$ cat src/game_params.svh
// Size constants for the four-lane note sequencer
// Include where lane, slot or song lengths are needed
`ifndef GAME_PARAMS_SVH
`define GAME_PARAMS_SVH

// Playfield layout
`define NUM_LANES 4
`define SLOTS_PER_LANE 20

// Song and tail lengths, in shift steps
`define SONG_STEPS 82
`define TAIL_STEPS 15

`endif

$ cat src/sequencer_pkg.sv
// Types for game sequencing: phase state and step position
// Import where the game state or the step counter is handled
`default_nettype none

package sequencer_pkg;

	// Game phases
	// END_HOLD waits for space press, END_RELEASE for its release
	typedef enum logic [2:0] {
		INTRO,
		READY,
		PLAY,
		TAIL,
		END_HOLD,
		END_RELEASE
	} game_state_t;

	// Step index within a song or within the tail
	typedef logic [6:0] step_t;

endpackage

`default_nettype wire

$ cat src/chart_pkg.sv
// Types for note output: lane, slot, song select and lane trigger vector
// Import where chart entries are looked up or triggers are driven
`default_nettype none

`include "game_params.svh"

package chart_pkg;

	// Lane and slot indices, both stored minus one
	typedef logic [1:0] lane_t;
	typedef logic [4:0] slot_t;

	// 0 selects song 1, 1 selects song 2
	typedef logic song_t;

	// One-hot slot triggers of a single lane
	typedef logic [`SLOTS_PER_LANE-1:0] lane_trig_t;

endpackage

`default_nettype wire

$ cat src/sequence_if.sv
// Control bundle between the game FSM, the step counter and the chart
// FSM drives phase controls, counter returns position and end-of-phase
`timescale 1ns/1ps
`default_nettype none

interface sequence_if;
	import sequencer_pkg::*;
	import chart_pkg::*;

	// FSM side
	logic  clear;
	logic  advance;
	logic  tail;
	logic  play;
	song_t song;

	// Counter side
	step_t step;
	logic  last;

	modport fsm_mp (output clear, advance, tail, play, song, input last);
	modport cnt_mp (input clear, advance, tail, output step, last);
	modport chart_mp (input play, song, step);

endinterface

`default_nettype wire

$ cat src/game_fsm.sv
// Game phase FSM: intro, ready, play, tail and the end screen
// Chooses the song and tells the step counter when to clear or advance
`timescale 1ns/1ps
`default_nettype none

module game_fsm (
	input  logic Clk,
	input  logic rst_n,
	input  logic one,
	input  logic two,
	input  logic shift,
	input  logic space,
	sequence_if.fsm_mp seq,
	output sequencer_pkg::game_state_t state
);
	import sequencer_pkg::*;
	import chart_pkg::*;

	game_state_t state_q;
	game_state_t state_d;
	song_t song_q;
	song_t song_d;

	// ------------------------------
	// State and song registers
	// ------------------------------
	always_ff @(posedge Clk)
	begin
		if (!rst_n)
		begin
			state_q <= INTRO;
			song_q  <= 1'b0;
		end
		else
		begin
			state_q <= state_d;
			song_q  <= song_d;
		end
	end

	// ------------------------------
	// Next state
	// ------------------------------
	always_comb
	begin
		state_d   = state_q;
		song_d    = song_q;
		seq.clear = 1'b0;
		unique case (state_q)
			// Intro screen lasts one cycle
			INTRO:
				state_d = READY;
			// One beats two when both are pressed
			READY:
				if (one || two)
				begin
					state_d   = PLAY;
					song_d    = one ? 1'b0 : 1'b1;
					seq.clear = 1'b1;
				end
			// Last song step, counter restarts for the tail
			PLAY:
				if (shift && seq.last)
				begin
					state_d   = TAIL;
					seq.clear = 1'b1;
				end
			TAIL:
				if (shift && seq.last)
				begin
					state_d   = END_HOLD;
					seq.clear = 1'b1;
				end
			END_HOLD:
				if (space)
					state_d = END_RELEASE;
			END_RELEASE:
				if (!space)
					state_d = READY;
			default:
				state_d = INTRO;
		endcase
	end

	// Shift only moves play while a song or its tail runs
	assign seq.advance = shift && (state_q == PLAY || state_q == TAIL);
	assign seq.tail    = (state_q == TAIL);
	assign seq.play    = (state_q == PLAY);
	assign seq.song    = song_q;
	assign state       = state_q;

endmodule

`default_nettype wire

$ cat src/step_counter.sv
// Step position counter for the song and the tail
// Clears on request, counts shift advances, flags the last step of the phase
`timescale 1ns/1ps
`default_nettype none

`include "game_params.svh"

module step_counter (
	input logic Clk,
	input logic rst_n,
	sequence_if.cnt_mp seq
);
	import sequencer_pkg::*;

	step_t step_q;
	step_t last_step;

	// Clear wins over advance on a phase change
	always_ff @(posedge Clk)
	begin
		if (!rst_n || seq.clear)
			step_q <= '0;
		else if (seq.advance)
			step_q <= step_q + step_t'(1);
	end

	// Phase length picked by tail
	assign last_step = seq.tail ? step_t'(`TAIL_STEPS - 1) : step_t'(`SONG_STEPS - 1);

	assign seq.step = step_q;
	assign seq.last = (step_q == last_step);

endmodule

`default_nettype wire

$ cat src/note_chart.sv
// Note chart of both songs
// Looks up the note for the current song step and raises one slot trigger
// Purely combinational, triggers only while a song is playing
`timescale 1ns/1ps
`default_nettype none

`include "game_params.svh"

module note_chart (
	sequence_if.chart_mp seq,
	output chart_pkg::lane_trig_t lane1_trig,
	output chart_pkg::lane_trig_t lane2_trig,
	output chart_pkg::lane_trig_t lane3_trig,
	output chart_pkg::lane_trig_t lane4_trig,
	output logic song_start
);
	import sequencer_pkg::*;
	import chart_pkg::*;

	// Chart entry layout {valid, lane, slot}
	localparam int ENTRY_W = 1 + $bits(lane_t) + $bits(slot_t);

	// Build an entry from 1-based lane and slot
	function automatic logic [ENTRY_W-1:0] nt(input int lane, input int slot);
		nt = {1'b1, lane_t'(lane - 1), slot_t'(slot - 1)};
	endfunction

	// No note on this step
	localparam logic [ENTRY_W-1:0] REST = '0;

	// Song 1 sweeps all slots lane by lane up to this step
	localparam int SWEEP_STEPS = `NUM_LANES * `SLOTS_PER_LANE;

	// ------------------------------
	// Song 2 chart, indexed by step
	// ------------------------------
	localparam logic [ENTRY_W-1:0] SONG2 [`SONG_STEPS] = '{
		nt(2, 1), nt(2, 2), nt(3, 1), nt(3, 2), nt(1, 1),
		nt(2, 3), nt(3, 3), nt(4, 1), nt(1, 2), nt(1, 3),
		nt(4, 2), nt(4, 3), nt(4, 4), nt(3, 4), nt(2, 4),
		nt(1, 4), REST, REST, REST, nt(1, 5),
		nt(1, 6), nt(1, 7), nt(1, 8), REST, nt(3, 5),
		nt(3, 6), REST, nt(2, 5), REST, nt(2, 6),
		nt(4, 5), nt(4, 6), REST, nt(2, 7), nt(2, 8),
		nt(2, 9), REST, REST, nt(4, 7), nt(1, 9),
		nt(4, 8), nt(1, 10), nt(4, 9), nt(1, 11), nt(4, 10),
		nt(1, 12), nt(2, 10), nt(2, 11), nt(3, 7), nt(3, 8),
		nt(4, 11), nt(3, 9), nt(3, 10), REST, REST,
		nt(2, 12), nt(3, 11), nt(4, 12), nt(3, 12), REST,
		REST, nt(4, 13), REST, nt(3, 13), REST,
		nt(2, 13), REST, nt(1, 13), nt(4, 14), nt(4, 15),
		nt(4, 16), nt(4, 17), nt(2, 14), nt(1, 14), nt(3, 14),
		nt(1, 15), nt(3, 15), nt(1, 16), nt(1, 17), nt(1, 18),
		nt(3, 16), nt(3, 17)
	};

	logic [ENTRY_W-1:0] song1_note;
	logic [ENTRY_W-1:0] song2_note;
	logic [ENTRY_W-1:0] note;
	lane_trig_t trig [`NUM_LANES];

	// ------------------------------
	// Note lookup
	// ------------------------------
	always_comb
	begin
		// Song 1 steps through lanes round robin, slot per group of four
		// The two extra steps past the sweep fall back to slot 1
		song1_note = {1'b1, lane_t'(seq.step[1:0]), slot_t'(seq.step[6:2])};
		if (int'(seq.step) >= SWEEP_STEPS)
			song1_note = {1'b1, lane_t'(seq.step[1:0]), slot_t'(0)};

		// Out of range steps never occur in play, treated as rests
		song2_note = REST;
		if (int'(seq.step) < `SONG_STEPS)
			song2_note = SONG2[seq.step];

		note = seq.song ? song2_note : song1_note;
	end

	// ------------------------------
	// One-hot decode per lane
	// ------------------------------
	always_comb
	begin
		for (int l = 0; l < `NUM_LANES; l++)
		begin
			trig[l] = '0;
			// Only the addressed lane fires, only in play
			if (seq.play && note[ENTRY_W-1] && int'(note[ENTRY_W-2 -: 2]) == l)
				trig[l][note[4:0]] = 1'b1;
		end
	end

	assign lane1_trig = trig[0];
	assign lane2_trig = trig[1];
	assign lane3_trig = trig[2];
	assign lane4_trig = trig[3];

	// First step of either song
	assign song_start = seq.play && (seq.step == step_t'(0));

endmodule

`default_nettype wire

$ cat src/rhythm_top.sv
// Top level of the note sequencer
// Plain button and shift inputs, per-lane trigger vectors and screen flags out
`timescale 1ns/1ps
`default_nettype none

module rhythm_top (
	input  logic Clk,
	input  logic rst_n,
	input  logic shift,
	input  logic space,
	input  logic one,
	input  logic two,
	output chart_pkg::lane_trig_t lane1_trig,
	output chart_pkg::lane_trig_t lane2_trig,
	output chart_pkg::lane_trig_t lane3_trig,
	output chart_pkg::lane_trig_t lane4_trig,
	output logic intro,
	output logic ready,
	output logic song_start,
	output logic game_over
);
	import sequencer_pkg::*;

	game_state_t state;

	sequence_if seq ();

	// Phase control
	game_fsm u_fsm (
		.Clk   (Clk),
		.rst_n (rst_n),
		.one   (one),
		.two   (two),
		.shift (shift),
		.space (space),
		.seq   (seq),
		.state (state)
	);

	// Song and tail position
	step_counter u_cnt (
		.Clk   (Clk),
		.rst_n (rst_n),
		.seq   (seq)
	);

	// Chart lookup to triggers
	note_chart u_chart (
		.seq        (seq),
		.lane1_trig (lane1_trig),
		.lane2_trig (lane2_trig),
		.lane3_trig (lane3_trig),
		.lane4_trig (lane4_trig),
		.song_start (song_start)
	);

	// Screen flags
	assign intro     = (state == INTRO);
	assign ready     = (state == READY);
	assign game_over = (state == END_HOLD) || (state == END_RELEASE);

endmodule

`default_nettype wire

$ cat config.mk
export PLATFORM = sky130hd
export DESIGN_NAME = rhythm_top
export DESIGN_NICKNAME = d
export VERILOG_FILES = /design/src/sequencer_pkg.sv /design/src/chart_pkg.sv /design/src/sequence_if.sv /design/src/game_fsm.sv /design/src/step_counter.sv /design/src/note_chart.sv /design/src/rhythm_top.sv
export VERILOG_INCLUDE_DIRS = /design/src /design/src/src
export SDC_FILE = /design/constraint.sdc
export NUM_CORES = 1
export LEC_CHECK = 0
export BUFFER_PORTS_ARGS = -buffer_cell sky130_fd_sc_hd__clkbuf_2
export CORE_ASPECT_RATIO = 1.4
export CORE_MARGIN = 2
export CORE_UTILIZATION = 46
export DETAILED_ROUTE_END_ITERATION = 10
export MAX_ROUTING_LAYER = met4
export PLACE_DENSITY_LB_ADDON = 0.15
export SETUP_SLACK_MARGIN = 0.05
export SYNTH_ARGS = -nofsm -noshare
export SYNTH_HDL_FRONTEND = slang
export SYNTH_SLANG_ARGS = --single-unit
export TNS_END_PERCENT = 1
$ cat constraint.sdc
create_clock -name Clk -period 3.3 [get_ports Clk]
set_input_delay 0.33 -clock Clk [delete_from_list [all_inputs] [get_ports Clk]]
set_output_delay 0.33 -clock Clk [all_outputs]
set_load 0.02 [all_outputs]
* Word level (Yosys, flattened, before mapping)
Memory sizes are Yosys's and may differ from the RTL's. Cells that the tools add are included.
Word-level totals: input port bits 6, memories 1, bits in writable memories 0, bits in latches 0, output and inout port bits 84, flip-flop bits (word level) 11, bits in read-only memories 1024, logic and storage cells 67
Cells by class: reductions and logical operators 20, add/subtract/negate cells 1, eq/ne operators 14, muxes and demuxes 22, divide/modulo/power cells 0, shifts and indexed selects 0, bitwise logic cells 1, multipliers 0, order comparisons 5
Memory list:
- (name not given) | depth 128, bits a word 8, read ports 1, clocked after memory_dff 0, wr ports 0, line note_chart.sv:76 | song2_note = SONG2[seq.step];
Operator list (number):
- two-way mux 20 bit | 4
- two-way mux 8 bit | 4
- case mux 3 bit (6 select lines) | 1
- two-way mux 3 bit | 5
- logical AND 1 bit | 9
- greater-or-equal comparator 8 bit (second input constant) | 1
- != test 2 bit (second input constant) | 4
- inverter 7 -> 8 bit | 1
- adder 7 x 1 -> 7 bit (second input constant) | 1
- == test 7 bit | 1
- greater-or-equal comparator 7 bit (second input constant) | 1
- logical NOT 7 bit | 1
- less-than comparator 7 bit (second input constant) | 1
- two-way mux 7 bit | 1
- == test 3 x 2 -> 1 bit (second input constant) | 2
- == test 3 bit (second input constant) | 2
- less-than comparator 5 x 6 -> 1 bit (second input constant) | 1
- demux 1 bit (select 5 bit) | 1
- greater-or-equal comparator 5 x 1 -> 1 bit (second input constant) | 1
- two-way mux 5 bit | 1
- AND reduction 5 bit | 1
- == test 2 bit (second input constant) | 2
- logical OR 1 bit | 4
- two-way mux 1 bit | 4
- other kinds (9) | 9

* Logic depth before layout (Yosys ltp)
word-level depth 11, mapped depth 11, depth with buffers taken out 8

* By module
From an unflattened synthesis, not the netlist that was laid out.
Second synthesis, totals: cells, all modules 372, area total of the unflattened synthesis 2527.4 um^2
Modules (own cells, without submodules):
- note_chart | times used 1, sequential area each 0.0 um^2, cells an instance 300, area each 1905.6 um^2
- step_counter | times used 1, sequential area each 140.1 um^2, cells an instance 37, area each 334.1 um^2
- game_fsm | times used 1, sequential area each 80.1 um^2, cells an instance 32, area each 256.5 um^2
- rhythm_top | times used 1, sequential area each 0.0 um^2, cells an instance 3, area each 31.3 um^2

* Least setup slack after synthesis
Ideal clock, no wire load.
path kind reg-to-output, start register u_cnt.step_q[1], in the netlist u_cnt.seq.step[1], end output lane3_trig[4], path buffers 1, data arrival time 3155 ps, path slack -185 ps, required time 2970 ps, stages on the path, launching flop included 10, cell sequence dfxtp_1 > inv_1 > ha_1 > or3b_4 > a211o_1 > o21bai_4 > o31a_1 > or4b_1 > buf_2 > nor3_1
Between the ends: longest elaborated chain between the ends 11, elaborated cells between the ends (all ways) 18, classes of those cells order compare: 4; eq/ne: 1; mux: 8; bitwise: 1; reduce/logical: 3; memory: 1
RTL lines:
- start, declared | line step_counter.sv:15 | step_t step_q;
- start signal, assigned | line step_counter.sv:24 | step_q <= step_q + step_t'(1);
- inverter 7 -> 8 bit (not written as such) | line note_chart.sv:76
- memory read (128 x 8 bit)
- two-way mux 8 bit (not written as such) (2 in a row) | line note_chart.sv:76
- two-way mux 8 bit | line note_chart.sv:75 | if (int'(seq.step) < `SONG_STEPS)
- two-way mux 8 bit * | line note_chart.sv:78 | note = seq.song ? song2_note : song1_note;
- less-than comparator 5 x 6 -> 1 bit (not written as such) or greater-or-equal comparator 5 x 1 -> 1 bit (tied branches) | line note_chart.sv:91 | trig[l][note[4:0]] = 1'b1;
- logical AND 1 bit (not written as such) | line note_chart.sv:91
- two-way mux 1 bit (not written as such) | line note_chart.sv:91
- demux 1 bit (select 5 bit)
- two-way mux 20 bit * | line note_chart.sv:90 | if (seq.play && note[ENTRY_W-1] && int'(note[ENTRY_W-2 -: 2]) == l)
- end, declared | line rhythm_top.sv:15 | output chart_pkg::lane_trig_t lane3_trig,
Mark *: on every way between the ends. The rest lies on a longest branch, timed or not. The select of a mux whose other input is x is not followed.

* Final worst setup path
Same ends and word-level chain as after synthesis.

==> flow_summary.yaml <==
route:
  dr.pass1.iters: 4
  ant_nets: 0
  drt_iter0_drc: 233
  routedWlPerCell_um: 18.73
  vias: 3468
  drt_wl_total_mm: 10.11
  via_per_inst: 6.422
  drc: 0
global_routing:
  antenna_found_initial: 0
  grt_pass1_vias: 3104
  gr-usage-all-layers_pct: 32.83
  grt_overflow: 0
  grt_max_degree: 43
  grt_pass1_wl_mm: 15.60
sta:
  worst_pin_slew_ps: 612.4
  max_freq_mhz: 298.3
  hold_violations: 0
  setup_tns_ps: -212.3
  rsz0062_at_grt: "yes"
  fin_worst_skew_ps: 1.397
  timing.hold.ws_ps: 276.8
  relSlewSlack_pct: 59.12
  fin_crit_sh_pct: 101.6
  timing.final.ws_setup_ps: -51.82
  slew_viol_final: 0
  period_needed_ps: 3352
  setup_viol: 9
cells_and_area:
  fill_cells: 390
  final_cells: 540
  drive_gt1_share_pct: 48.10
  final_cell_mix: "75 x buf_4, 39 x clkbuf_2, 34 x nor3_1, 29 x nor4_2, 26 x nor2_1"
  nets: 495
  final_area_um2: 3880
  antenna_cells: 0
  final_common_cell: "buf_4"
  area_growth_pct: 56.14
clock_network:
  cts_sinks: 11
  cts_hold_buf: 0
  cts_tree: "built"
  clock_latency_ps: 250
  htree_num_levels: 1
  cts_made_buffers: 3
  clockBufferDepth: 2
  path_clk_slew_ps: 50
  cts_root_buffer: "clkbuf_8"
floorplan:
  core-area_um2: 5197
  die_area_um2: 6014
  die_h_um: 90.96
  fp-row-count: 31
  initial_core_util_pct: 47.81
  io_pins: 90
  fp.dieW_um: 66.12
setup_path:
  crit_path_start_kind: "flop"
  crit_type: "reg -> out"
  worstSetupEndpointType: "output pin"
  crit_fanout: 8
  crit_required_ps: 2970
  worstPathArrival_ps: 3020
power_and_ir_drop:
  sw_frac_of_total_pct: 48.39
  p_leak_nw: 1.505
  peakVddDrop_v: 0.0001763
  comb_power_share_pct: 59.6
  p_per_area_nw_per_um2: 192.8
  clock_power_share_pct: 19.4
  power_frac_seq_pct: 21.0
  p_int_w: 0.0003860
  p_switching_w: 0.0003619
synth:
  synth_ff_type: "dfxtp_1"
  synthCells: 373
  synth.area.top_cells: "nor4_1 10%, dfxtp_1 8.9%, nor3_1 8.5%, ha_1 7.0%, clkbuf_1 5.4%"
  yosysTopAreaCell: "nor4_1"
  async_flop_share_pct: 0
  ys_seq_elements: 11
  syn_nets: 393
  synth-edff-count: 0
  synth_warnings: 0
  ys_seq_area_share_pct: 8.862
  synth_top_area_share_pct: 10.32
  syn_area_um2: 2485
  avgSynthCellArea_um2: 6.662
  synthDistinctLibCells: 60
placement:
  place_congestion: 0.9597
  dp.cells: 523
  numPortBuffers: 89
  dp_hpwl_mm: 7.106
  placed_area_um2: 3426
worst_hold_path:
  hp-class: "in -> reg"
run_status:
  violations: "negative setup slack"
  outcome: "complete, but fails checks"
job:
  max-cap-violations: 0
[state kept, by name, summed over array words and instances (netlist names)]
signal and count:
u_cnt.seq.step 7, u_fsm.state 3, u_fsm.seq.song 1
[stage by stage]
step	setup WS (ps)	total power (W)	util, %
floorplan	-152.1	0.0004363	-
global placement	92.01	0.0005541	65.91
detailed placement	48.53	0.0005597	65.91
CTS	-26.76	0.0007184	71.43
global route	-129.2	0.0007880	74.65
finish	-51.82	0.0007479	74.65
[power by group through the flow]
stage	logic [W]	registers (W)	clock network, W
after floorplan	0.000281	0.000156	0
after detailed placement	0.000400	0.000160	0
after global placement	0.000395	0.000159	0
final	0.000446	0.000157	0.000145
after CTS	0.000415	0.000157	0.000146
after global routing	0.000478	0.000158	0.000152
[final cells by class]
cell class / instances / area (um2) / area share, %
Multi-Input combinational cell: 306 / 2396 / 61.75
Timing Repair Buffer: 141 / 1081 / 27.86
Sequential cell: 11 / 229.0 / 5.901
Tap cell: 66 / 82.58 / 2.128
Inverter: 12 / 46.29 / 1.193
Clock buffer: 4 / 45.04 / 1.161
[critical path: stages, from the launching register on]
cell and delay (ps):
dfxtp_2 330, inv_2 70, ha_1 130, or3b_4 400, a211o_1 300, o21bai_4 180
o31a_1 260, or4b_4 580, buf_12 180, nor3_2 170, buf_4 170
[worst paths after layout]
check,startpoint,end,slack (ps),cells after the start
hold reg to reg,u_fsm.seq.song,u_fsm.seq.song,620,2
setup / recovery,u_cnt.seq.step[1],lane3_trig[4],-50,10
hold / removal,one,u_fsm.seq.song,280,2
setup reg to reg,u_cnt.seq.step[2],u_fsm.state[1],680,8
[cells in the mapped netlist, types with 3 or more instances]
cell type	n
xnor2_1	6
nand4_1	5
nor3_2	10
nand3_1	7
mux2_2	4
nor2b_1	8
nor4_1	41
clkbuf_1	36
nor2_1	26
a211oi_1	8
or2_2	4
nand2_1	18
nand2b_1	19
o221ai_1	3
and3_1	6
a21oi_1	15
ha_1	14
nor3_1	42
mux2i_1	7
a32oi_1	3
o211ai_1	4
inv_1	10
buf_2	5
o21ai_0	11
a2111oi_0	3
dfxtp_1	11
[routing by layer]
metal / vias to the layer above / GRT usage (%) / share of wire [%]
met1: 1641 / 38.45 / 38
met3: 31 / 3.098 / 6.6
li1: 1613 / - / -
met2: 183 / 56.25 / 51
met5: - / - / 0
met4: 0 / 13.27 / 3.7
[cells by family (layout without fill, tap and decap cells)]
group,Yosys count,count (layout),synth area share (%)
buffers and inverters,56,157,9.315
AO/OA/AOI/OAI,77,77,22.51
multiplexers,11,11,4.632
flip-flops,11,11,8.862
adder cells (fa/ha/maj),14,14,7.049
XOR/XNOR,8,8,2.820
AND/OR/NAND/NOR,196,196,44.81
[what timing repair did]
action / 4_1_cts / 5_1_grt
pin swaps: 8 / 3
resized for setup: 50 / 83
setup endpoints to repair: 80 / 80
buffers inserted: 8 / 4
cloned: 1 / 0
Note: power is estimated with default switching activity, not from simulation.
